==> src/tlb_cfg_pkg.sv <==
// dtlb geometry and widths
// shared typedefs, init state encoding and small index helpers
package tlb_cfg_pkg;

  localparam int num_ways  = 4;
  localparam int num_sets  = 16;
  localparam int num_ports = 2;

  localparam int vpn_w  = 24;
  localparam int idx_w  = 4;
  localparam int tag_w  = vpn_w - idx_w;
  localparam int ppn_w  = 20;
  // attr bits 3..0 are global, no-execute, write-protect, user
  localparam int attr_w = 4;

  typedef logic [vpn_w-1:0]  vpn_t;
  typedef logic [idx_w-1:0]  set_idx_t;
  typedef logic [tag_w-1:0]  tag_t;
  typedef logic [ppn_w-1:0]  ppn_t;
  typedef logic [attr_w-1:0] attr_t;

  typedef logic [$clog2(num_ways)-1:0] way_idx_t;
  typedef logic [num_ways-1:0]         way_vec_t;
  typedef logic [$clog2(num_ways)-1:0] age_t;

  typedef enum logic {SWEEP, READY} init_state_e;

  // set index is the low vpn bits
  function automatic set_idx_t vpn_index(vpn_t vpn);
    return vpn[idx_w-1:0];
  endfunction

  function automatic tag_t vpn_tag(vpn_t vpn);
    return vpn[vpn_w-1:idx_w];
  endfunction

  // one-hot (or zero) way vector to way number
  function automatic way_idx_t way_encode(way_vec_t vec);
    way_idx_t idx;
    idx = '0;
    for (int w = 0; w < num_ways; w++) begin
      if (vec[w]) begin
        idx = idx | way_idx_t'(w);
      end
    end
    return idx;
  endfunction

endpackage

==> src/tlb_init_seq.sv <==
// dtlb init sequencer
// walks every set once after reset, then holds ready
`timescale 1ns/1ns

module tlb_init_seq (
  input  logic                  clk,
  input  logic                  rst,
  output logic                  init_active,
  output tlb_cfg_pkg::set_idx_t init_index,
  output logic                  ready
);

  import tlb_cfg_pkg::*;

  init_state_e state;

  always_ff @(posedge clk) begin
    if (rst) begin
      state      <= SWEEP;
      init_index <= '0;
    end else if (state == SWEEP) begin
      init_index <= init_index + 1'b1;
      // last set cleared at this edge
      if (init_index == set_idx_t'(num_sets - 1)) begin
        state <= READY;
      end
    end
  end

  assign init_active = (state == SWEEP);
  assign ready       = (state == READY);

endmodule

==> config.mk <==
export PLATFORM = sky130hd
export DESIGN_NAME = tlb_init_seq
export DESIGN_NICKNAME = d
export VERILOG_FILES = /design/src/tlb_cfg_pkg.sv /design/src/tlb_init_seq.sv
export SDC_FILE = /design/constraint.sdc
export NUM_CORES = 1
export LEC_CHECK = 0
export ABC_AREA = 1
export BUFFER_PORTS_ARGS = -buffer_cell sky130_fd_sc_hd__clkbuf_2
export CAP_MARGIN = 40
export CORE_AREA = 2 2 39 41
export DETAILED_ROUTE_END_ITERATION = 6
export DIE_AREA = 0 0 41 43
export GPL_ROUTABILITY_DRIVEN = 0
export PLACE_DENSITY_LB_ADDON = 0.25
export SYNTH_ARGS = -nofsm -noshare
export SYNTH_HDL_FRONTEND = slang
export SYNTH_SLANG_ARGS = --single-unit
==> constraint.sdc <==
create_clock -name clk -period 1 [get_ports clk]
set_input_delay 0.3 -clock clk [delete_from_list [all_inputs] [get_ports clk]]
set_output_delay 0.3 -clock clk [all_outputs]
set_load 0.02 [all_outputs]
==> results of run 1 <==
[worst max-delay path by stage]
stage	to	from	slack (ns)
floorplan	init_index[2]	ready	0.02
detailed placement	init_index[1]	init_index[0]	0.09
finish	init_active	ready	-0.06
global placement	init_index[1]	init_index[0]	0.09
global route	init_active	ready	-0.09
CTS	init_active	ready	-0.09
[layer usage]
layer,global-route usage,wire length [microns],share of wire
met1,0.08333,214,0.41
met2,0.09063,265,0.51
met3,0.04712,37,0.071
met4,0.08000,6,0.011
met5,0,0,0
[worst max-delay path, cell delays in order, from the launching register on]
cell     delay [ns]
dfxtp_4        0.35
inv_2          0.04
buf_8          0.12
[timing repair]
action                                  4_1_cts  5_1_grt
endpoints found under the setup margin        6        9
cloned                                        0        0
resized for setup                            15       10
pin swaps                                     0        0
buffers inserted                              4        0
[where the power goes]
part           internal (mW)  leakage, nW  total [mW]  switching [mW]
Clock                  0.151       0.0150       0.241          0.0893
Sequential             0.209       0.0435       0.220          0.0105
Combinational         0.0510        0.128      0.0913          0.0403
Total                  0.411        0.187       0.551           0.140
[logic make-up (layout without fill, tap and decap cells)]
logic type                 Yosys count  after routing  share of synthesized area
and+or+nand+nor                     13             13                     0.2670
AOI/OAI and AO/OA                    4              4                    0.09933
buffers and inverters                4             20                    0.07451
DFF                                  5              5                     0.4969
adders and majority gates            1              1                    0.06210
[per-stage QoR]
step	hold slack (ns)	instance area [sq um]	setup slack [ns]	TNS, ns	cells
floorplan	0.3691	203.9	0.02423	0	27
global placement	0.4962	266.5	0.08794	0	51
detailed placement	0.4981	266.5	0.09068	0	51
CTS	0.2298	372.9	-0.08592	-0.2480	59
global route	0.2371	390.4	-0.09059	-0.3925	59
finish	0.2314	390.4	-0.06276	-0.1389	59
[sequential cells by signal, summed over array words and instances, names as in the netlist]
signal	cells
init_index	4
ready	1
[cells in the final DEF, fill, tap and decap left out, types with 2 or more instances in the layout]
| cell type | instances |
|---|---|
| nor2_1 | 6 |
| buf_4 | 6 |
| buf_8 | 5 |
| inv_1 | 3 |
| nand2_1 | 3 |
| nand3_1 | 3 |
| clkbuf_4 | 3 |
| dfxtp_2 | 3 |
| a21oi_1 | 2 |
| dfxtp_4 | 2 |
[area by class of cell]
class                   count  area (sq um)  area share
repair buffers             12         125.1      0.3205
flip-flops and latches      5         111.4      0.2853
multi-input cells          18         92.59      0.2372
clock buffers               4         26.28     0.06731
well taps                  16         20.02     0.05128
inverters                   4         15.01     0.03846
==> reports/metrics.cfg, run 1 <==
[timing]
timing.final.ws_setup_ns=-0.06276
period_minus_slack_ns=1.063
skew_ns=0.0007932
period_share=1.063
rsz0062_at_grt=yes
hold_viol_final=0
fmax_mhz=940.9
setup_viol=4
slew_headroom=0.8684
finalMaxSlewViolations=0
worstMarginPinSlew_ns=0.1967

[finish]
diodes=0
areaGrowthSynthToFinish_pct=93.79
final_core_util=0.2821
num-nets-final=47
layout-drive-gt1-share=0.5349
fillCellCount=149

[drt]
drtIter0Drc=6
wl_per_cell_microns=8.881
wl_microns=524
dr.pass1.iters=4
vias=230
vias_per_cell=3.898
antenna_left=0
drc=0

[synth]
syn_nets=30
synthTopCellsByArea=dfxtp_1 (50%), nor2_1 (11%), a21oi_1 (7.5%)
syn_area_per_cell_sq_um=7.461
synth_commonest_cells=nor2_1 (6), dfxtp_1 (5), inv_1 (4)
synth-edff-count=0
async_flop_share=0
synth_cells=27
yosys.area.top_type=dfxtp_1
ys_types=9
synth_area_sq_um=201.4
synth-seq-cells=5
ys_seq_area_frac=0.4969
synth_most_common_cell=nor2_1
synth_top_area_frac=0.4969
synth_warnings=0
synth_ff_type=dfxtp_1

[setup_path]
crit_type=flip-flop to primary output
required_ns=0.70
crit_path_end_kind=primary output
worstRegToRegCells=4
reg2reg_to=init_index[1]
reg2reg_setup_slack_ns=-0.01
cp-start-kind=flip-flop
arrival_ns=0.76
r2r-start=init_index[1]
path_max_fanout=4

[grt]
grt_pass1_vias=204
antenna_found_initial=0
grt-ovfl-total=0
grt_pass1_wl_microns=821
track_usage=0.07623
grt_max_degree=6

[hold_path]
hp-class=input pin to flip-flop
min_from=rst
hold_depth=2
min_to=ready

[clock_tree]
clockBufferDepth=2
cts_tree=built
htree_levels=1
clk_latency_ns=0.24
clock_sinks=5
cts_hold_buf=0
cts_inserted_buffers=3
cts_root_buffer=clkbuf_4
path_clk_slew_ns=0.04

[power_and_ir_drop]
power_mw=0.5515
power_leakage_nw=0.1870
cellPowerDensity_nw_per_um2=1413
max-vdd-ir-drop_uv=458.7

[floorplan]
start_util=0.1456
io_pins=8
dieArea_sq_um=1763
coreArea_sq_um=1384
num_rows=14
die-height_microns=43
die_w_microns=41

[place]
io_buffer_count=7
place.detailed.hpwl_microns=347.8

[flow_run]
drv_cap=0

[run_status]
violations=setup timing
status=finished with violations

No activity file was read; power rests on OpenSTA's default activity.
==> inputs of run 2 (changes only) <==
--- a/config.mk
+++ b/config.mk
@@ -13,6 +13,7 @@
 export DIE_AREA = 0 0 41 43
 export GPL_ROUTABILITY_DRIVEN = 0
 export PLACE_DENSITY_LB_ADDON = 0.25
+export REMOVE_ABC_BUFFERS = 1
 export SYNTH_ARGS = -nofsm -noshare
 export SYNTH_HDL_FRONTEND = slang
 export SYNTH_SLANG_ARGS = --single-unit
==> reports/metrics.cfg, run 2 (same netlist as run 1, synthesis figures left out) <==
[timing]
fmax_mhz=950.1
period_share=1.053
hold_viol_final=0
rsz0062_at_grt=yes
skew_ns=0.003619
worstMarginPinSlew_ns=0.1465
period_minus_slack_ns=1.053
setup_viol=3
slew_headroom=0.9016
timing.final.ws_setup_ns=-0.05256
finalMaxSlewViolations=0

[grt]
antenna_found_initial=0
grt_max_degree=6
grt_pass1_vias=216
track_usage=0.07615
grt_pass1_wl_microns=828
grt-ovfl-total=0

[finish]
diodes=0
layout-drive-gt1-share=0.6000
areaGrowthSynthToFinish_pct=101.9
finalNonFillerCells=61
fillCellCount=155
registers.top_by_ff_count=init_index
final_common_cell=buf_4
final_cell_area_sq_um=406.6
layout_common_cells=buf_4 (7), nor2_1 (5), dfxtp_2 (5), buf_8 (5), clkbuf_4 (4)
largest_reg_flops=4
num-nets-final=49

[drt]
wl_per_cell_microns=8.344
drc=0
vias=253
wl_microns=509
drtIter0Drc=9
vias_per_cell=4.148
dr.pass1.iters=4
antenna_left=0

[setup_path]
path_max_fanout=3
crit_type=flip-flop to primary output
cp-start-kind=flip-flop
crit_path_end_kind=primary output
required_ns=0.70
arrival_ns=0.75

[power_and_ir_drop]
max-vdd-ir-drop_uv=524.0
cellPowerDensity_nw_per_um2=1366
power_leakage_nw=0.1961

[place]
place.detailed.hpwl_microns=349
place_inst=51
placed_area_sq_um=264.0
io_buffer_count=7
preCtsSetupSlack_ns=0.08691

[clock_tree]
htree_levels=1
clock_sinks=5
clk_latency_ns=0.24
path_clk_slew_ns=0.04
cts_inserted_buffers=3
cts_hold_buf=0
clockBufferDepth=2
cts_tree=built
cts_root_buffer=clkbuf_4

[floorplan]
die_w_microns=41
start_util=0.1456
num_rows=14
die-height_microns=43
io_pins=8
dieArea_sq_um=1763
coreArea_sq_um=1384

[run_status]
status=finished with violations
violations=setup timing

[flow_run]
drv_cap=0

[hold_path]
hp-class=input pin to flip-flop

## run 2: cell type report
type	count	area [sq um]	share of cell area
timing repair buffer	14	140.1	0.3446
inverter	4	15.01	0.03692
clock buffer	4	26.28	0.06462
multi-input combinational	18	98.84	0.2431
tap	16	20.02	0.04923
sequential	5	106.4	0.2615
## run 2: worst paths after layout
| check | start | to | slack [ns] | cells past startpoint |
|---|---|---|---|---|
| worst max-delay path | ready | init_active | -0.05 | 2 |
| worst min-delay path | rst | ready | 0.24 | 2 |
| worst max register to register | init_index[1] | init_index[1] | 0.03 | 4 |
| worst min register to register | init_index[1] | init_index[1] | 0.61 | 3 |
## run 2: per-layer routing
metal | global-route usage | vias up | share of wire
met2 | 0.09063 | 10 | 0.46
met3 | 0.04712 | 2 | 0.11
met4 | 0.08000 | 0 | 0.0079
met1 | 0.08307 | 116 | 0.42
met5 | 0 | - | 0
li1 | - | 125 | -
## run 2: where the power goes
group	internal, mW	switching, mW	total, mW	leakage (nW)
Clock	0.151	0.0839	0.235	0.0150
Sequential	0.213	0.00991	0.223	0.0429
Combinational	0.0544	0.0433	0.0978	0.138
Total	0.418	0.137	0.556	0.196
## run 2: through the flow
| step | TNS [ns] | total power [mW] | hold slack [ns] | util |
|---|---|---|---|---|
| after floorplan | -0.01591 | 0.2563 | 0.3691 | - |
| after global placement | 0 | 0.2744 | 0.4976 | 0.1908 |
| after detailed placement | 0 | 0.2750 | 0.4963 | 0.1908 |
| after CTS | -0.2126 | 0.5531 | 0.2320 | 0.2803 |
| after global routing | -0.2398 | 0.5873 | 0.2427 | 0.2939 |
| final | -0.1191 | 0.5556 | 0.2397 | 0.2939 |
## run 2: critical path, cell delays in order (launching register included)
cell and delay (ns):
dfxtp_2 0.34, inv_2 0.05, buf_8 0.12
## run 2: timing repair
action                                  CTS  global route
endpoints found under the setup margin    6             9
gates resized for setup                  18             9
cloned                                    0             0
setup buffers                             6             0
