## src/tlb_cfg_pkg.sv

```systemverilog
// dtlb geometry and widths
// shared typedefs, init state encoding and small index helpers
package tlb_cfg_pkg;

  localparam int num_ways  = 4;
  localparam int num_sets  = 16;
  localparam int num_ports = 2;

  localparam int vpn_w  = 24;
  localparam int idx_w  = 4;
  localparam int tag_w  = vpn_w - idx_w;
  localparam int ppn_w  = 20;
  // attr bits 3..0 are global, no-execute, write-protect, user
  localparam int attr_w = 4;

  typedef logic [vpn_w-1:0]  vpn_t;
  typedef logic [idx_w-1:0]  set_idx_t;
  typedef logic [tag_w-1:0]  tag_t;
  typedef logic [ppn_w-1:0]  ppn_t;
  typedef logic [attr_w-1:0] attr_t;

  typedef logic [$clog2(num_ways)-1:0] way_idx_t;
  typedef logic [num_ways-1:0]         way_vec_t;
  typedef logic [$clog2(num_ways)-1:0] age_t;

  typedef enum logic {SWEEP, READY} init_state_e;

  // set index is the low vpn bits
  function automatic set_idx_t vpn_index(vpn_t vpn);
    return vpn[idx_w-1:0];
  endfunction

  function automatic tag_t vpn_tag(vpn_t vpn);
    return vpn[vpn_w-1:idx_w];
  endfunction

  // one-hot (or zero) way vector to way number
  function automatic way_idx_t way_encode(way_vec_t vec);
    way_idx_t idx;
    idx = '0;
    for (int w = 0; w < num_ways; w++) begin
      if (vec[w]) begin
        idx = idx | way_idx_t'(w);
      end
    end
    return idx;
  endfunction

endpackage

```

## src/tlb_entry_pkg.sv

```systemverilog
// dtlb data formats
// stored entry, lookup request and response, fill request
package tlb_entry_pkg;

  import tlb_cfg_pkg::*;

  typedef struct packed {
    logic  valid;
    tag_t  tag;
    ppn_t  ppn;
    attr_t attr;
  } tlb_entry_t;

  typedef struct packed {
    logic valid;
    vpn_t vpn;
  } lookup_req_t;

  // all fields zero on a miss
  typedef struct packed {
    logic     hit;
    way_idx_t way;
    ppn_t     ppn;
    attr_t    attr;
  } lookup_rsp_t;

  // en writes, invl with en clears a present entry
  typedef struct packed {
    logic     en;
    logic     invl;
    logic     force_en;
    way_idx_t force_way;
    vpn_t     vpn;
    ppn_t     ppn;
    attr_t    attr;
  } fill_req_t;

endpackage

```

## src/tlb_write_ctrl.sv

```systemverilog
// dtlb fill targeting
// present tag first, then the forced way, then the lru victim
`timescale 1ns/1ns

module tlb_write_ctrl (
  input  tlb_entry_pkg::fill_req_t fill,
  input  logic                     ready,
  input  tlb_cfg_pkg::way_vec_t    fill_hit,
  input  tlb_cfg_pkg::way_idx_t    victim,
  output tlb_cfg_pkg::way_vec_t    way_wen,
  output logic                     fill_touch,
  output tlb_cfg_pkg::way_idx_t    fill_way
);

  import tlb_cfg_pkg::*;

  logic active;
  logic any_hit;

  // fills are dropped until the sweep is done
  assign active  = fill.en && ready;
  assign any_hit = |fill_hit;

  always_comb begin
    if (any_hit) begin
      fill_way = way_encode(fill_hit);
    end else if (fill.force_en) begin
      fill_way = fill.force_way;
    end else begin
      fill_way = victim;
    end
  end

  // invalidate of an absent tag writes nothing
  assign fill_touch = active && (any_hit || !fill.invl);
  assign way_wen    = fill_touch ? (way_vec_t'(1) << fill_way) : '0;

endmodule

```

## config.mk

```make
export PLATFORM = sky130hd
export DESIGN_NAME = tlb_write_ctrl
export DESIGN_NICKNAME = d
export VERILOG_FILES = /design/src/tlb_cfg_pkg.sv /design/src/tlb_entry_pkg.sv /design/src/tlb_write_ctrl.sv
export SDC_FILE = /design/constraint.sdc
export NUM_CORES = 1
export LEC_CHECK = 0
export ABC_AREA = 0
export BUFFER_PORTS_ARGS = -buffer_cell sky130_fd_sc_hd__buf_2
export CORE_AREA = 2 2 39 41
export DETAILED_ROUTE_END_ITERATION = 16
export DIE_AREA = 0 0 41 43
export GPL_ROUTABILITY_DRIVEN = 0
export PLACE_DENSITY = 0.68
export SLEW_MARGIN = 20
export SYNTH_ARGS = -nofsm -noshare
export SYNTH_HDL_FRONTEND = slang
export SYNTH_SLANG_ARGS = --single-unit
```

## constraint.sdc

```tcl
create_clock -name vclk -period 1.2
set_input_delay 0.06 -clock vclk [all_inputs]
set_output_delay 0.06 -clock vclk [all_outputs]
set_load 0.005 [all_outputs]
```

==> impl_metrics.ini, run 1 <==
[status]
outcome = finished, final reports clean

[cells_and_area]
regArea_um2 = 0
diodes = 0
area_growth_pct = 100
postLayoutCellArea_um2 = 258
fin_nets = 95
drive_gt1_share_pct = 75.8
final_common_cell = buf_2
nFlopsAndLatches = 0
nClkBuffers = 0

[critical_path]
endpoint_kind = output pin
cp.required_ps = 1140
path_cells = buf_6, mux2_4, a211o_4, nor3b_2, buf_2
slowest_delay_ps = 340
cp-start-kind = input port
cp_slowest_cell = a211o_4
cp.arrival_ps = 1090
path_class = in -> out
crit_fanout = 5

[detailed_routing]
routed_via_density = 3.86
dr_total_vias = 189
dr.pass1.iters = 1
drt_iter0_markers = 0
postRouteAntennaNets = 0
wl_per_cell_um = 8.82
drc = 0
routed_wl_um = 432

[power_and_ir_drop]
p_per_area_nw_per_um2 = 278
power.switching_uw = 31.0
max-vdd-ir-drop_v = 0.0000835
p_leak_nw = 0.138
p_comb_share_pct = 100.0
p_int_uw = 40.6
p_sw_share_pct = 43.3
power.share.clock_pct = 0
seqPwrFrac_pct = 0

[synthesis]
synth_top_family_by_area = simple AND/OR/NAND/NOR gates
ys_top_cells_by_area = nor4_4, a211o_4, mux2_4
synthesis.nets = 73
synth-adder-area-share_pct = 0
synth_compound_area_share_pct = 29.1
synthCells = 13
synth_simple_gate_area_share_pct = 48.5
netlist_area_um2 = 129
synthDistinctLibCells = 13
synthMuxAreaShare_pct = 19.4
synth_xor_area_share_pct = 0
syn_area_per_cell_um2 = 9.91
seq_area_frac_synth_pct = 0
yosysWarnings = 0
synth_top_area_cell = nor4_4
yosys.area.top_type_share_pct = 16.5

[worst_hold_path]
min_path_type = in -> out
hold_depth = 3
hold_start = fill_hit[0]
min_to = fill_way[0]

[global_routing]
grt_use_total_pct = 4.00
grt_pass1_vias = 133
grt_max_degree = 6
grt_first_pass_wirelength_um = 524
grt_overflow = 0
antenna_found_initial = 0

[timing]
drv_slew = 0
timing.fmax_mhz = 873
finalHoldViolations = 0
relSlewSlack_pct = 76.4
rsz0062_at_grt = no
fin_crit_ps = 1150
fin_setup_tns_ps = 0
finalCritPeriodShare_pct = 95.4
setup_viol = 0
worst_pin_slew_ps = 352

[job]
cap_violations = 0

[die]
die_y_um = 43
ioPinCount = 67
initial_core_util_pct = 9.31
core-area_um2 = 1380
die_area_um2 = 1760
die_w_um = 41
placementRows = 14

[placement]
io_buffers = 19
dp_hpwl_um = 389
post_dp_cell_area_um2 = 244

[cts]
ctsHoldBuffers = 0
[metrics by stage]
step | hold WS (ps) | cells | utilization [%] | total power [mW] | setup slack (ps)
final | 478 | 49 | 18.6 | 0.0716 | 54.8
after global routing | 503 | 49 | 18.6 | 0.0782 | 1.81
after CTS | 489 | 48 | 17.6 | 0.0684 | 16.2
after detailed placement | 487 | 48 | 17.6 | 0.0679 | 21.6
after global placement | 476 | 48 | 17.6 | 0.0663 | 23.3
after floorplan | 189 | 13 | - | 0.0288 | 271
[per-layer routing]
| layer | vias to the layer above | share of wire, % | global-route usage (%) |
|---|---|---|---|
| met2 | 19 | 38 | 6.56 |
| met1 | 79 | 40 | 6.01 |
| met4 | 0 | 0 | 0 |
| li1 | 91 | - | - |
| met5 | - | 0 | 0 |
| met3 | 0 | 22 | 0 |
[worst max-delay path, delay by kind of cell]
family | cells | cell delay [ps]
simple gates | 1 | 170
buf+inv | 2 | 220
compound gates | 1 | 340
mux | 1 | 290
[cells by family after synthesis]
| kind of cell | Yosys count |
|---|---|
| simple gates | 7 |
| compound gates | 3 |
| mux | 2 |
| buf+inv | 1 |
[power groups by stage]
stage | Sequential (mW) | Combinational, mW | Clock, mW
2_1_floorplan | 0 | 0.0288 | 0
3_3_place_gp | 0 | 0.0663 | 0
3_5_place_dp | 0 | 0.0679 | 0
4_1_cts | 0 | 0.0684 | 0
5_1_grt | 0 | 0.0782 | 0
6_report | 0 | 0.0716 | 0
[cell usage after synthesis]
library cell	n
a211o_4	1
a21o_1	1
and3b_1	1
inv_1	1
mux2_4	1
mux2i_1	1
nand2_1	1
nor2_1	1
nor3_1	1
nor3b_1	1
nor3b_2	1
nor4_4	1
o31ai_2	1
[worst max-delay path by stage]
stage | start | endpoint | slack [ps] | cells past startpoint
6_report | fill[50] | way_wen[1] | 50 | 5
5_1_grt | fill[50] | way_wen[1] | 2 | 5
4_1_cts | fill[50] | way_wen[3] | 20 | 5
3_5_place_dp | fill[50] | way_wen[3] | 20 | 5
3_3_place_gp | fill[50] | way_wen[3] | 20 | 5
2_1_floorplan | fill[50] | way_wen[3] | 270 | 3
[layout make-up]
cell class / count / area [um^2]
tap: 16 / 20.0
inverter: 1 / 3.75
timing repair buffer: 20 / 109
fill: 150 / 1130
multi-input combinational: 12 / 125
[timing repair]
| item | CTS | global route |
|---|---|---|
| resized for setup | 0 | 2 |
| endpoints found under the setup margin | 0 | 4 |
| buffers inserted | 0 | 1 |
No activity file was read; power rests on OpenSTA's default activity.
==> run 2: changes to the inputs <==
--- a/config.mk
+++ b/config.mk
@@ -11,7 +11,7 @@
 export DETAILED_ROUTE_END_ITERATION = 16
 export DIE_AREA = 0 0 41 43
 export GPL_ROUTABILITY_DRIVEN = 0
-export PLACE_DENSITY = 0.68
+export PLACE_DENSITY_LB_ADDON = 0.12
 export SLEW_MARGIN = 20
 export SYNTH_ARGS = -nofsm -noshare
 export SYNTH_HDL_FRONTEND = slang
==> constraint.sdc (replaced) <==
create_clock -name vclk -period 1.3
set_input_delay 0.065 -clock vclk [all_inputs]
set_output_delay 0.065 -clock vclk [all_outputs]
set_load 0.005 [all_outputs]
==> run 2 against run 1 <==
Flip-flop and latch count stayed put. Sequential share of layout area stayed put. Combinational power fell by 13%. Critical path depth is the same. Largest cell class unchanged. Largest power group unchanged. Highest routed layer unchanged.
==> impl_metrics.ini, run 2 (synthesized netlist as in run 1, its figures left out) <==
[worst_hold_path]
min_to = fill_way[0]
hold_start = fill_hit[0]
min_path_type = in -> out
hold_depth = 3

[cells_and_area]
drive_gt1_share_pct = 75.0
fin_nets = 94
final_common_cell = buf_2
nFlopsAndLatches = 0
nClkBuffers = 0
regArea_um2 = 0
diodes = 0
postLayoutCellArea_um2 = 244
area_growth_pct = 89.3

[detailed_routing]
postRouteAntennaNets = 0
routed_wl_um = 434
dr.pass1.iters = 1
drt_iter0_markers = 0
wl_per_cell_um = 9.04
routed_via_density = 3.73
dr_total_vias = 179
drc = 0

[die]
ioPinCount = 67
die_area_um2 = 1760
die_y_um = 43
initial_core_util_pct = 9.31
core-area_um2 = 1380
die_w_um = 41
placementRows = 14

[timing]
worst_pin_slew_ps = 354
fin_setup_tns_ps = 0
fin_crit_ps = 1190
relSlewSlack_pct = 76.3
setup_viol = 0
timing.fmax_mhz = 839
rsz0062_at_grt = no
finalCritPeriodShare_pct = 91.7
finalHoldViolations = 0
drv_slew = 0

[critical_path]
crit_path_start = fill[50]
cp.arrival_ps = 1130
crit_fanout = 5
path_class = in -> out
cp.required_ps = 1240
cp-start-kind = input port
endpoint_kind = output pin

[power_and_ir_drop]
power_uw = 62.3
p_comb_share_pct = 100.0
p_per_area_nw_per_um2 = 255
seqPwrFrac_pct = 0
p_leak_nw = 0.132
p_int_uw = 33.6
power.share.clock_pct = 0
power.switching_uw = 28.7
p_sw_share_pct = 46.1
max-vdd-ir-drop_v = 0.0000661

[global_routing]
grt_use_total_pct = 4.10
grt_overflow = 0
grt_first_pass_wirelength_um = 510
grt_pass1_vias = 142
grt_max_degree = 6
antenna_found_initial = 0

[placement]
io_buffers = 19
post_dp_cell_area_um2 = 244

[cts]
cts-resized-gates = 0
ctsHoldBuffers = 0
postCtsSetupBuffers = 0

[job]
cap_violations = 0

[status]
outcome = finished, final reports clean
-- run 2: critical path, cell delays in order --
cell     delay (ps)
buf_2           120
mux2_4          300
a211o_4         360
and3b_1         160
buf_2           120
-- run 2: power groups by stage --
stage / Combinational, mW / Sequential, mW / Clock [mW]
4_1_cts: 0.0637 / 0 / 0
5_1_grt: 0.0676 / 0 / 0
6_report: 0.0623 / 0 / 0
3_3_place_gp: 0.0619 / 0 / 0
3_5_place_dp: 0.0633 / 0 / 0
2_1_floorplan: 0.0266 / 0 / 0
-- run 2: final cells by class --
type,instances,area [um^2]
Fill cell,159,1140
Inverter,1,3.75
Tap cell,16,20.0
Multi-Input combinational cell,12,125
Timing Repair Buffer,19,95.1
-- run 2: worst max path at each step --
stage          cells past startpoint  slack, ps         end
6_report                           5        110  way_wen[3]
5_1_grt                            5         80  way_wen[2]
4_1_cts                            5        100  way_wen[3]
3_5_place_dp                       5        110  way_wen[3]
3_3_place_gp                       5        110  way_wen[3]
2_1_floorplan                      3        360  way_wen[3]
-- run 2: metrics by stage --
step	cells	setup slack [ps]	utilization, %	hold slack [ps]
after floorplan	13	361	-	199
after global placement	48	113	17.6	487
after detailed placement	48	107	17.6	492
after CTS	48	98.5	17.6	495
after global routing	48	77.4	17.6	509
final	48	107	17.6	488
-- run 2: metal layers --
layer	GRT usage, %	vias to the layer above	part of all wire, %
met5	0	-	0
met3	0	0	18
li1	-	89	-
met1	5.38	71	44
met2	7.50	19	38
met4	0	0	0
==> run 3: changes to the inputs <==
==> constraint.sdc (replaced) <==
create_clock -name vclk -period 1.1
set_input_delay 0.055 -clock vclk [all_inputs]
set_output_delay 0.055 -clock vclk [all_outputs]
set_load 0.005 [all_outputs]
==> run 3 against run 2 <==
The run now ends with negative setup slack left. Cell count grew 10%. Flip-flop and latch count is the same. Worst setup slack lost 140 ps. Combinational power grew 85%. First-iteration DRC count is the same. Count of clock-buffer cells in the layout is the same. Non-clock buffer count grew 5. Global-route usage grew 0.90 points. Sequential share of layout area is the same. Highest routed layer unchanged.
==> impl_metrics.ini, run 3 (synthesized netlist as in run 1, its figures left out) <==
[timing]
fin_crit_ps = 1130
setup_viol = 3
drv_slew = 0
finalCritPeriodShare_pct = 103
rsz0062_at_grt = yes
fin_setup_tns_ps = -80.0
finalHoldViolations = 0
timing.fmax_mhz = 882
relSlewSlack_pct = 81.9
fin_ws_ps = -34.1
worst_pin_slew_ps = 269

[critical_path]
path_class = in -> out
endpoint_kind = output pin
cp.arrival_ps = 1080
cp-start-kind = input port
cp.required_ps = 1040
crit_fanout = 5

[power_and_ir_drop]
p_per_area_nw_per_um2 = 331
power_uw = 115
max-vdd-ir-drop_v = 0.0000775
p_leak_nw = 0.167

[detailed_routing]
routed_via_density = 3.85
routed_wl_um = 511
dr.pass1.iters = 1
postRouteAntennaNets = 0
wl_per_cell_um = 9.64
dr_total_vias = 204
drc = 0
drt_iter0_markers = 0

[cells_and_area]
final_cell_mix = buf_2, buf_6, buf_4, nor3b_2
regArea_um2 = 0
nFlopsAndLatches = 0
final_common_cell = buf_2
drive_gt1_share_pct = 89.2
nClkBuffers = 0
num-fill-cells = 151
multi_input_area_um2 = 156
area_growth_pct = 171
postLayoutCellArea_um2 = 349
diodes = 0
fin_nets = 99

[global_routing]
grt_first_pass_wirelength_um = 676
grt_pass1_vias = 190
grt_max_degree = 6
grt_use_total_pct = 5.00
antenna_found_initial = 0
grt_overflow = 0

[placement]
post_dp_cell_area_um2 = 259
io_buffers = 19

[die]
die_area_um2 = 1760
ioPinCount = 67
initial_core_util_pct = 9.31
placementRows = 14
die_y_um = 43
die_w_um = 41
core-area_um2 = 1380

[cts]
ctsHoldBuffers = 0

[status]
violations = negative setup slack
outcome = finished, violations left

[job]
cap_violations = 0

[worst_hold_path]
min_path_type = in -> out
run 3: final cells by class:
class                           instances  area share [%]
Multi-Input combinational cell         12            44.8
Timing Repair Buffer                   24            48.4
Tap cell                               16            5.73
Inverter                                1            1.08
run 3: worst max-delay path, stage by stage:
cell and delay (ps):
buf_6 100, mux2_4 290, a211o_4 350, and3b_1 170, buf_2 120
run 3: path summary, 6_finish.rpt:
kind / from / end / slack, ps / depth (start not counted)
worst max-delay path: fill[50] / way_wen[3] / -30 / 5
worst min-delay path: fill_hit[3] / fill_way[1] / 420 / 3
run 3: power breakdown:
part           switching [mW]  total (mW)  internal (mW)  leakage, nW
sequential                  0           0              0            0
combinational          0.0454       0.115         0.0701        0.167
clock                       0           0              0            0
run 3: repair_timing:
item,in CTS,in global routing
pin swaps,1,3
endpoints found under the setup margin,4,6
resized for setup,1,14
buffers inserted,1,2
hold endpoints to repair,0,0
run 3: per-stage QoR:
stage	worst slack, ps	utilization [%]	instances	hold WS [ps]
floorplan	181	-	13	179
global placement	-58.5	18.7	50	475
detailed placement	-62.4	18.7	50	473
CTS	-29.8	19.7	51	475
global route	-69.9	25.2	53	439
finish	-34.1	25.2	53	421
run 3: layer usage:
| metal | wire length [um] | vias up | GRT usage (%) |
|---|---|---|---|
| met5 | 0 | - | 0 |
| met4 | 0 | 0 | 0 |
| met3 | 85 | 0 | 0.524 |
| met2 | 208 | 19 | 8.13 |
| met1 | 217 | 86 | 7.28 |
| li1 | - | 99 | - |
