--- src/tlb_cfg_pkg.sv ---
// dtlb geometry and widths
// shared typedefs, init state encoding and small index helpers
package tlb_cfg_pkg;

  localparam int num_ways  = 4;
  localparam int num_sets  = 16;
  localparam int num_ports = 2;

  localparam int vpn_w  = 24;
  localparam int idx_w  = 4;
  localparam int tag_w  = vpn_w - idx_w;
  localparam int ppn_w  = 20;
  // attr bits 3..0 are global, no-execute, write-protect, user
  localparam int attr_w = 4;

  typedef logic [vpn_w-1:0]  vpn_t;
  typedef logic [idx_w-1:0]  set_idx_t;
  typedef logic [tag_w-1:0]  tag_t;
  typedef logic [ppn_w-1:0]  ppn_t;
  typedef logic [attr_w-1:0] attr_t;

  typedef logic [$clog2(num_ways)-1:0] way_idx_t;
  typedef logic [num_ways-1:0]         way_vec_t;
  typedef logic [$clog2(num_ways)-1:0] age_t;

  typedef enum logic {SWEEP, READY} init_state_e;

  // set index is the low vpn bits
  function automatic set_idx_t vpn_index(vpn_t vpn);
    return vpn[idx_w-1:0];
  endfunction

  function automatic tag_t vpn_tag(vpn_t vpn);
    return vpn[vpn_w-1:idx_w];
  endfunction

  // one-hot (or zero) way vector to way number
  function automatic way_idx_t way_encode(way_vec_t vec);
    way_idx_t idx;
    idx = '0;
    for (int w = 0; w < num_ways; w++) begin
      if (vec[w]) begin
        idx = idx | way_idx_t'(w);
      end
    end
    return idx;
  endfunction

endpackage

--- src/tlb_entry_pkg.sv ---
// dtlb data formats
// stored entry, lookup request and response, fill request
package tlb_entry_pkg;

  import tlb_cfg_pkg::*;

  typedef struct packed {
    logic  valid;
    tag_t  tag;
    ppn_t  ppn;
    attr_t attr;
  } tlb_entry_t;

  typedef struct packed {
    logic valid;
    vpn_t vpn;
  } lookup_req_t;

  // all fields zero on a miss
  typedef struct packed {
    logic     hit;
    way_idx_t way;
    ppn_t     ppn;
    attr_t    attr;
  } lookup_rsp_t;

  // en writes, invl with en clears a present entry
  typedef struct packed {
    logic     en;
    logic     invl;
    logic     force_en;
    way_idx_t force_way;
    vpn_t     vpn;
    ppn_t     ppn;
    attr_t    attr;
  } fill_req_t;

endpackage

--- src/tlb_read_merge.sv ---
// dtlb lookup response merge
// one-hot mux of the way entries per lookup port, gated by ready
`timescale 1ns/1ns

module tlb_read_merge (
  input  logic ready,
  input  tlb_cfg_pkg::way_vec_t [tlb_cfg_pkg::num_ports-1:0] port_hit,
  input  tlb_entry_pkg::tlb_entry_t
         [tlb_cfg_pkg::num_ways-1:0][tlb_cfg_pkg::num_ports-1:0] port_entry,
  output tlb_entry_pkg::lookup_rsp_t [tlb_cfg_pkg::num_ports-1:0] lookup_rsp,
  output tlb_cfg_pkg::way_vec_t port0_hit
);

  import tlb_cfg_pkg::*;

  way_vec_t [num_ports-1:0] gated_hit;

  always_comb begin
    for (int p = 0; p < num_ports; p++) begin
      gated_hit[p]       = ready ? port_hit[p] : '0;
      lookup_rsp[p].hit  = |gated_hit[p];
      lookup_rsp[p].way  = way_encode(gated_hit[p]);
      lookup_rsp[p].ppn  = '0;
      lookup_rsp[p].attr = '0;
      // and-or mux, stays zero on a miss
      for (int w = 0; w < num_ways; w++) begin
        if (gated_hit[p][w]) begin
          lookup_rsp[p].ppn  = lookup_rsp[p].ppn | port_entry[w][p].ppn;
          lookup_rsp[p].attr = lookup_rsp[p].attr | port_entry[w][p].attr;
        end
      end
    end
  end

  // feeds the lru touch
  assign port0_hit = gated_hit[0];

endmodule

--- config.mk ---
export PLATFORM = sky130hd
export DESIGN_NAME = tlb_read_merge
export DESIGN_NICKNAME = d
export VERILOG_FILES = /design/src/tlb_cfg_pkg.sv /design/src/tlb_entry_pkg.sv /design/src/tlb_read_merge.sv
export SDC_FILE = /design/constraint.sdc
export NUM_CORES = 1
export LEC_CHECK = 0
export BUFFER_PORTS_ARGS = -buffer_cell sky130_fd_sc_hd__clkbuf_2
export CAP_MARGIN = 20
export CORE_AREA = 2 2 164 166
export DETAILED_ROUTE_END_ITERATION = 10
export DIE_AREA = 0 0 166 168
export SLEW_MARGIN = 10
export SYNTH_ARGS = -nofsm -noshare
export SYNTH_HDL_FRONTEND = slang
export SYNTH_SLANG_ARGS = --single-unit
export TNS_END_PERCENT = 1
--- constraint.sdc ---
create_clock -name vclk -period 0.8
set_input_delay 0.04 -clock vclk [all_inputs]
set_output_delay 0.04 -clock vclk [all_outputs]
set_load 0.05 [all_outputs]
==> results of run 1 <==
[critical path, delay by kind of cell]
kind	cells	cell delay (ns)
buffers and inverters	2	0.32
AND/OR/NAND/NOR	2	0.53
[kinds of logic after synthesis]
kind of cell           after synthesis  share of synthesized area [%]
AND/OR/NAND/NOR                      6                           3.19
AO/OA/AOI/OAI                      148                           83.5
buffers and inverters               30                           13.3
[stage by stage]
stage / TNS (ns) / setup WS (ns)
after floorplan: -8.21 / -0.195
after global placement: -9.72 / -0.250
after detailed placement: -10.46 / -0.282
after CTS: -2.96 / -0.137
after global routing: -3.53 / -0.151
final: -1.86 / -0.135
[power by group through the flow]
stage	Sequential, mW	Combinational, mW	Clock [mW]
2_1_floorplan	0	1.57	0
3_3_place_gp	0	2.80	0
3_5_place_dp	0	2.83	0
4_1_cts	0	3.46	0
5_1_grt	0	3.73	0
6_report	0	3.55	0
[layout by cell type (no fill, tap or decap)]
cell	count
a21boi_2	47
and2_1	2
clkbuf_2	194
o21a_2	1
buf_8	19
or3_4	1
a22oi_2	74
a21boi_4	1
clkbuf_8	17
buf_4	11
a22oi_1	22
clkbuf_4	3
o41a_1	1
o21a_1	2
or2_4	1
buf_12	28
and2_4	2
clkbuf_16	6
buf_16	4
buf_6	9
[final cells by class]
type | instances | area, µm²
fill | 2884 | 21700
multi-input combinational | 154 | 1720
tap | 341 | 427
timing repair buffer | 291 | 2520
[path summary, 6_finish.rpt]
check                 depth (start not counted)             end  slack [ns]
worst max-delay path                          4  lookup_rsp[26]       -0.14
worst min-delay path                          4  lookup_rsp[21]        0.51
[routing by layer]
metal  track usage [%]  up-vias
met5                 0        -
met4              1.02        2
met3              1.39        6
met2              15.6      208
met1              9.09     1293
li1                  -     1298
[what timing repair did]
item / in CTS / in global routing
buffers inserted: 4 / 0
cloned: 4 / 0
hold buffers: 0 / 0
gates resized for setup: 160 / 39
pin swaps: 33 / 20
setup endpoints to repair: 55 / 52
==> key figures, run 1 <==
Yosys
  – Post-synth top area share: 54.0%
  – Part of the Yosys area used for sequential elements: 0%
  – Synth area leader: a22oi_1
  – Area contributors post-synth: a22oi_1 54%, a21boi_0 27%, buf_2 7.1%
  – Top-count cell post-synth: a22oi_1
  – Syn_nets: approximately 550
  – Yosys warns: 0
  – Syn Inst Count: about 180
  – Post-synth top cells: 96 x a22oi_1, 48 x a21boi_0, 19 x buf_2
  – Post-Syn Area: approximately 1300 µm²
  – Avg Cell Area, Syn: 7.26 µm²
  – Netlist cell types: 12

Power and ir drop
  – Power Total: roughly 3.6 mW
  – Switch Pwr: 1.84 mW
  – Seq pwr share: 0%
  – Combinational cell fraction of total power: 100.0%
  – Switching Share: 51.7%
  – Cell-internal power: 1.72 mW
  – Pwr/cell area: approximately 760 nW/µm²
  – Worst IR Drop VDD: roughly 0.31 mV
  – Clk network pwr share: 0%
  – Leak pwr: 2.04 nW

Hold path
  – Worst Hold Class: in2out
  – Hold path start: port_entry[111]

Cells and area
  – Share of cells above drive strength 1: 93.9%
  – Synth-to-Final Area Change: 250%
  – N_diodes: 0
  – Layout Cells excl Fill: a little under 800
  – Layout sequential cell count: 0
  – Final Cell Area: approximately 4700 µm²
  – Final Util: 17.7%
  – CLK BUF: 0
  – Final nets: slightly above 800
  – FF/Latch Area: 0 µm²

Floorplanning
  – Die Area: roughly 28000 µm²
  – Core area: between 20000 and 30000 µm²
  – # rows: 60
  – IO Pins: about 430
  – Die Height: around 170 µm
  – Initial core utilization: under 10%
  – Die Width: about 170 µm

Timing
  – RSZ-0062 raised after global routing: true
  – Min cycle time layout: 0.935 ns
  – Fmax: between 1000 and 1500 MHz
  – Max-slew violations: 0
  – Hold Vio Cnt, Final: 0
  – Max-slew headroom: slightly above 80%
  – Slew at the pin closest to its max-slew limit: 0.289 ns
  – Fin Hold WS: between 0.5 and 0.6 ns
  – Period utilization: 117%
  – Final setup margin: -0.135 ns
  – Final setup vio count: 45

Drt
  – Routed wire per std cell: ~15 µm
  – Top sig layer: met5
  – Detailed Routing Iterations Pass 1: 4
  – Vias per cell: about 3.6
  – Met3 wire len: between 900 and 1000 µm
  – Residual DRC count: 0
  – Remaining antenna violation count: 0
  – Drt total wl: roughly 12000 µm
  – Wl on met1: around 4500 µm
  – Vias post-DR: around 2800
  – WL met2: approximately 6200 µm
  – Violation count after the first detailed-route iteration: 69

Placement
  – IO Port Bufs: about 260
  – GPL Wtd Cong: slightly above 0.7
  – Dpl cell area: around 3600 µm²
  – Post-DP HPWL: around 8600 µm
  – Placed insts: approximately 800

Critical path
  – Most used cell, CP: clkbuf_16
  – Critical Path AT: around 0.9 ns
  – Slowest-stage cell, CP: or3_4
  – WS Path Type: in2out
  – Slowest cell delay on critical path: approximately 0.38 ns
  – Worst Path Max Fanout: 6
  – Critical Path RT: approximately 0.76 ns
  – Cell chain of the critical path: clkbuf_16, and2_4, or3_4, clkbuf_16
  – CP startpoint: ready
  – CP Capture Type: primary output
  – CP Launch Type: primary input

Outcome
  – Status: complete, but fails checks
  – Failing checks: setup timing

Global routing
  – GRT Total Usage: 7.93%
  – Grt total ovfl: 0
  – Initial antenna violation count: 1
  – Vias in the first global route: 2970
  – Global-route wire length before repair: 17200 µm
  – Pin count of the biggest net entering global routing: 31

Job
  – Maxcap violations: 0
(Power assumes the default switching activity.)
==> inputs of run 2 (changes only) <==
MAX_ROUTING_LAYER = met4   (was unset)
SKIP_LAST_GASP = 1   (was unset)
==> run 2 against run 1 <==
Compared with the run above:
- the flow still finishes with violations (setup timing)
- first-iteration DRC count increased by 8.7%
- worst setup slack got worse by 0.020 ns
- fmax decreased by 2.1%
- non-clock buffer count unchanged
- critical path type unchanged
- largest cell class unchanged
- utilization decreased by 1.3 points
- power decreased by 7.2%
- largest power group unchanged
==> key figures, run 2 (synthesis gave the netlist of run 1 again) <==
Floorplanning
  – IO Pins: 427
  – Core area: around 26000 µm²
  – Initial core utilization: under 10%
  – Die Width: between 150 and 200 µm
  – Die Area: roughly 28000 µm²
  – # rows: 60
  – Die Height: 168 µm

Critical path
  – Critical Path RT: 0.76 ns
  – WS Path Type: in2out
  – Crit-path leading delay family: simple AND/OR/NAND/NOR gates
  – Slowest cell delay on critical path: roughly 0.38 ns
  – CP startpoint: port_hit[1]
  – Critical Path AT: approximately 0.92 ns
  – Cell chain of the critical path: buf_6, o21a_4, or3_4, clkbuf_16
  – CP Capture Type: primary output
  – CP bufs+invs: 2
  – CP endpoint: lookup_rsp[26]
  – Slowest-stage cell, CP: or3_4
  – CP Launch Type: primary input
  – Worst Path Max Fanout: 3
  – Crit. path cell count: 4

Timing
  – Max-slew headroom: roughly four fifths
  – Fmax: 1050 MHz
  – Hold Vio Cnt, Final: 0
  – Final setup vio count: 54
  – Max-slew violations: 0
  – Slew at the pin closest to its max-slew limit: around 0.28 ns
  – TNS Setup: -3.83 ns
  – Min cycle time layout: approximately 0.96 ns
  – RSZ-0062 raised after global routing: true
  – Period utilization: 119%
  – Final setup margin: -0.155 ns

Drt
  – Remaining antenna violation count: 0
  – Vias post-DR: approximately 2800
  – Violation count after the first detailed-route iteration: between 70 and 80
  – Routed wire per std cell: 14.5 µm
  – Wl on met1: 4640 µm
  – Detailed Routing Iterations Pass 1: 4
  – Drt total wl: roughly 11000 µm
  – Top sig layer: met4
  – Residual DRC count: 0
  – Met3 wire len: between 800 and 900 µm
  – WL met2: ~6000 µm
  – Vias per cell: between 3 and 4

Global routing
  – GRT Total Usage: 7.89%
  – Initial antenna violation count: 1
  – Global-route wire length before repair: around 17000 µm
  – Vias in the first global route: approximately 2900
  – Pin count of the biggest net entering global routing: 31
  – Grt total ovfl: 0

Cells and area
  – Most frequent cells in the layout: 201 x clkbuf_2, 60 x a22oi_1, 47 x a21boi_2
  – Layout sequential cell count: 0
  – Share of cells above drive strength 1: a little under nine tenths
  – Final nets: 816
  – Fill count: ~3000
  – FF/Latch Area: 0 µm²
  – Most common cell after layout, fill and taps aside: clkbuf_2
  – CLK BUF: 0
  – Final Util: between 10% and 20%
  – Synth-to-Final Area Change: 224%

Power and ir drop
  – Power Total: 3.30 mW
  – Pwr/cell area: roughly 760 nW/µm²
  – Leak pwr: slightly below 2 nW
  – Worst IR Drop VDD: 0.303 mV

Hold path
  – Worst Hold Class: in2out

Placement
  – GPL Wtd Cong: 0.733
  – IO Port Bufs: 259
  – Post-DP HPWL: ~8600 µm

Outcome
  – Status: complete, but fails checks
  – Failing checks: setup timing

Clock tree
  – Hold_buf cts: 0

Job
  – Maxcap violations: 0
==> run 2: changes by cell type in the layout (fill, tap and decap cells not counted), moves of 4 or more <==
cell | previous run | this run
a22oi_1 | 22 | 60
a22oi_2 | 74 | 36
buf_4 | 11 | 16
buf_6 | 9 | 4
buf_8 | 19 | 3
clkbuf_16 | 6 | 2
clkbuf_2 | 194 | 201
clkbuf_8 | 17 | 26
==> run 2: area by class of cell <==
cell class | instances | area (µm²) | area share [%]
diodes | 1 | 2.50 | 0.0578
multi-input cells | 154 | 1540 | 35.6
repair buffers | 291 | 2360 | 54.5
well taps | 341 | 427 | 9.86
==> run 2: metal layers <==
metal  GRT usage (%)  vias to the layer above
met4           0.378                        0
met3           0.940                        2
met2            14.9                      197
li1                -                     1300
met1            9.35                     1270
met5               -                        -
==> run 2: worst min-delay path by stage <==
stage,startpoint,depth (start not counted),endpoint,slack [ns]
CTS,port_entry[280],4,lookup_rsp[10],0.53
global route,port_entry[284],4,lookup_rsp[14],0.54
floorplan,ready,2,port0_hit[0],0.37
global placement,port_entry[64],4,lookup_rsp[46],0.55
finish,port_entry[57],4,lookup_rsp[39],0.53
detailed placement,port_entry[91],4,lookup_rsp[1],0.56
==> run 2: per-stage QoR <==
step / cells / worst slack, ns / instance area (µm²) / hold slack, ns
2_1_floorplan: 184 / -0.195 / 1520 / 0.374
3_3_place_gp: 778 / -0.250 / 3650 / 0.554
3_5_place_dp: 778 / -0.282 / 3650 / 0.561
4_1_cts: 786 / -0.149 / 4280 / 0.533
5_1_grt: 787 / -0.164 / 4330 / 0.544
6_report: 787 / -0.155 / 4330 / 0.527
==> run 2: repair_timing <==
| item | CTS | global route |
|---|---|---|
| buffers inserted | 4 | 0 |
| pin swaps | 4 | 5 |
| gates cloned | 4 | 0 |
| resized for setup | 109 | 17 |
| setup endpoints to repair | 55 | 55 |
==> run 2: power by group <==
part,internal (mW),switching (mW),total (mW)
sequential,0,0,0
clock,0.000000167,0,0.000000167
combinational,1.56,1.74,3.30
total,1.56,1.74,3.30
==> run 2: worst min-delay path: stages <==
cell and delay, ns:
clkbuf_2 0.09, a22oi_2 0.05, a21boi_2 0.12, clkbuf_8 0.19
==> inputs of run 3 (changes only) <==
SKIP_LAST_GASP = unset   (was 1)
==> run 3 against run 2 <==
Compared with the run above:
- the run still ends with setup timing left
- first-iteration DRC count is 4.0% higher
- final cell count grew 0.13%
- via count increased by 0.69%
- routed wire length rose by 3.2%
- sequential share of layout area unchanged
- cell area rose by 8.0%
- fmax is 2.1% higher
- worst hold slack got worse by 0.014 ns
- highest routed layer unchanged
- worst setup slack gained 0.019 ns
- critical path depth unchanged
- critical path type unchanged
- global-route usage increased by 0.28 points
==> key figures, run 3 (synthesis gave the netlist of run 1 again) <==
Floorplanning
  – Die Width: 166 µm
  – Core area: about 26000 µm²
  – Die Height: about 170 µm
  – # rows: 60
  – Die Area: between 20000 and 30000 µm²
  – Initial core utilization: between 5 and 6%
  – IO Pins: 427

Critical path
  – Slowest-stage cell, CP: or3_4
  – WS Path Type: in2out
  – Most used cell, CP: clkbuf_16
  – CP endpoint: lookup_rsp[26]
  – CP startpoint: port_hit[3]
  – Critical Path AT: 0.90 ns
  – Critical Path RT: 0.76 ns
  – Worst Path Max Fanout: 4
  – CP Launch Type: primary input
  – Slowest cell delay on critical path: 0.33 ns
  – CP Capture Type: primary output
  – Cell chain of the critical path: clkbuf_16, o21a_2, or3_4, clkbuf_16

Cells and area
  – Final Util: between 10% and 20%
  – Share of cells above drive strength 1: 93.9%
  – CLK BUF: 0
  – Final nets: 816
  – Area occupied by multi-input gates: about 1700 µm²
  – Most frequent cells in the layout: 194 x clkbuf_2, 74 x a22oi_2, 47 x a21boi_2
  – Layout sequential cell count: 0
  – Most common cell after layout, fill and taps aside: clkbuf_2
  – FF/Latch Area: 0 µm²
  – Synth-to-Final Area Change: 250%
  – Fill count: just under 3000

Power and ir drop
  – Worst IR Drop VDD: a little over 0.3 mV
  – Combinational cell fraction of total power: 100.0%
  – Switch Pwr: ~1.8 mW
  – Cell-internal power: roughly 1.7 mW
  – Seq pwr share: 0%
  – Leak pwr: between 2 and 2.5 nW
  – Pwr/cell area: ~760 nW/µm²
  – Clk network pwr share: 0%
  – Switching Share: roughly 52%

Drt
  – Routed wire per std cell: ~15 µm
  – Detailed Routing Iterations Pass 1: 4
  – Drt total wl: approximately 12000 µm
  – Vias per cell: 3.54
  – Violation count after the first detailed-route iteration: between 70 and 80
  – Remaining antenna violation count: 0
  – Vias post-DR: between 2000 and 3000
  – Residual DRC count: 0

Timing
  – Min cycle time layout: a little over 0.9 ns
  – Hold Vio Cnt, Final: 0
  – Slew at the pin closest to its max-slew limit: 0.288 ns
  – Final setup margin: -0.136 ns
  – Fmax: 1070 MHz
  – Max-slew violations: 0
  – Period utilization: 117%
  – Max-slew headroom: between 80% and 90%
  – Final setup vio count: 46
  – RSZ-0062 raised after global routing: true

Global routing
  – Initial antenna violation count: 2
  – Grt total ovfl: 0
  – GRT Total Usage: a little over 8%
  – Global-route wire length before repair: between 15000 and 20000 µm
  – Vias in the first global route: slightly below 3000
  – Pin count of the biggest net entering global routing: 31

Outcome
  – Failing checks: setup timing
  – Status: complete, but fails checks

Clock tree
  – Hold_buf cts: 0

Placement
  – Post-DP HPWL: 8620 µm
  – Worst slack at placement: -0.282 ns
  – IO Port Bufs: between 200 and 300
  – GPL Wtd Cong: 0.733

Hold path
  – Worst Hold Class: in2out

Job
  – Maxcap violations: 0
==> run 3: cell count changes in the layout (fill, tap and decap cells not counted), sizes merged <==
cell and change:
buf +14, clkbuf -14, diode +1
==> run 3: worst min-delay path by stage <==
stage                     from        endpoint  slack, ns  depth (start not counted)
5_1_grt        port_entry[111]  lookup_rsp[21]       0.52                          4
6_report       port_entry[111]  lookup_rsp[21]       0.51                          4
3_3_place_gp    port_entry[64]  lookup_rsp[46]       0.55                          4
4_1_cts        port_entry[107]  lookup_rsp[17]       0.52                          4
2_1_floorplan            ready    port0_hit[0]       0.37                          2
3_5_place_dp    port_entry[91]   lookup_rsp[1]       0.56                          4
==> run 3: layout make-up <==
type                            instances  area share, %
Timing Repair Buffer                  291           53.9
Tap cell                              341           9.13
Antenna cell                            2          0.107
Multi-Input combinational cell        154           36.9
==> run 3: per-stage QoR <==
stage	std cells	hold WS (ns)	cell area [µm²]	power [mW]	TNS [ns]
global route	788	0.524	4670	3.73	-3.53
floorplan	184	0.374	1520	1.57	-8.21
finish	788	0.513	4670	3.55	-1.89
global placement	778	0.554	3650	2.80	-9.72
detailed placement	778	0.561	3650	2.83	-10.46
CTS	786	0.520	4560	3.46	-2.96
==> run 3: what timing repair did <==
action,in CTS,in global routing
cloned,4,0
setup endpoints to repair,55,52
pin swaps,33,20
resized for setup,160,39
buffers inserted,4,0
==> run 3: critical path: cells and delay by family <==
| kind | cells | cell delay, ns |
|---|---|---|
| AND/OR/NAND/NOR | 1 | 0.33 |
| buffers and inverters | 2 | 0.32 |
| AO/OA/AOI/OAI | 1 | 0.20 |
==> run 3: power by group through the flow <==
stage          clock network, mW  logic (mW)  registers (mW)
6_report             0.000000335        3.55               0
5_1_grt              0.000000336        3.73               0
4_1_cts                        0        3.46               0
3_5_place_dp                   0        2.83               0
3_3_place_gp                   0        2.80               0
2_1_floorplan                  0        1.57               0
==> run 3: metal layers <==
| metal | track usage (%) | wire [µm] |
|---|---|---|
| met5 | - | 0 |
| met4 | 1.17 | 65 |
| met3 | 1.18 | 858 |
| met2 | 15.5 | 6280 |
| met1 | 9.22 | 4590 |
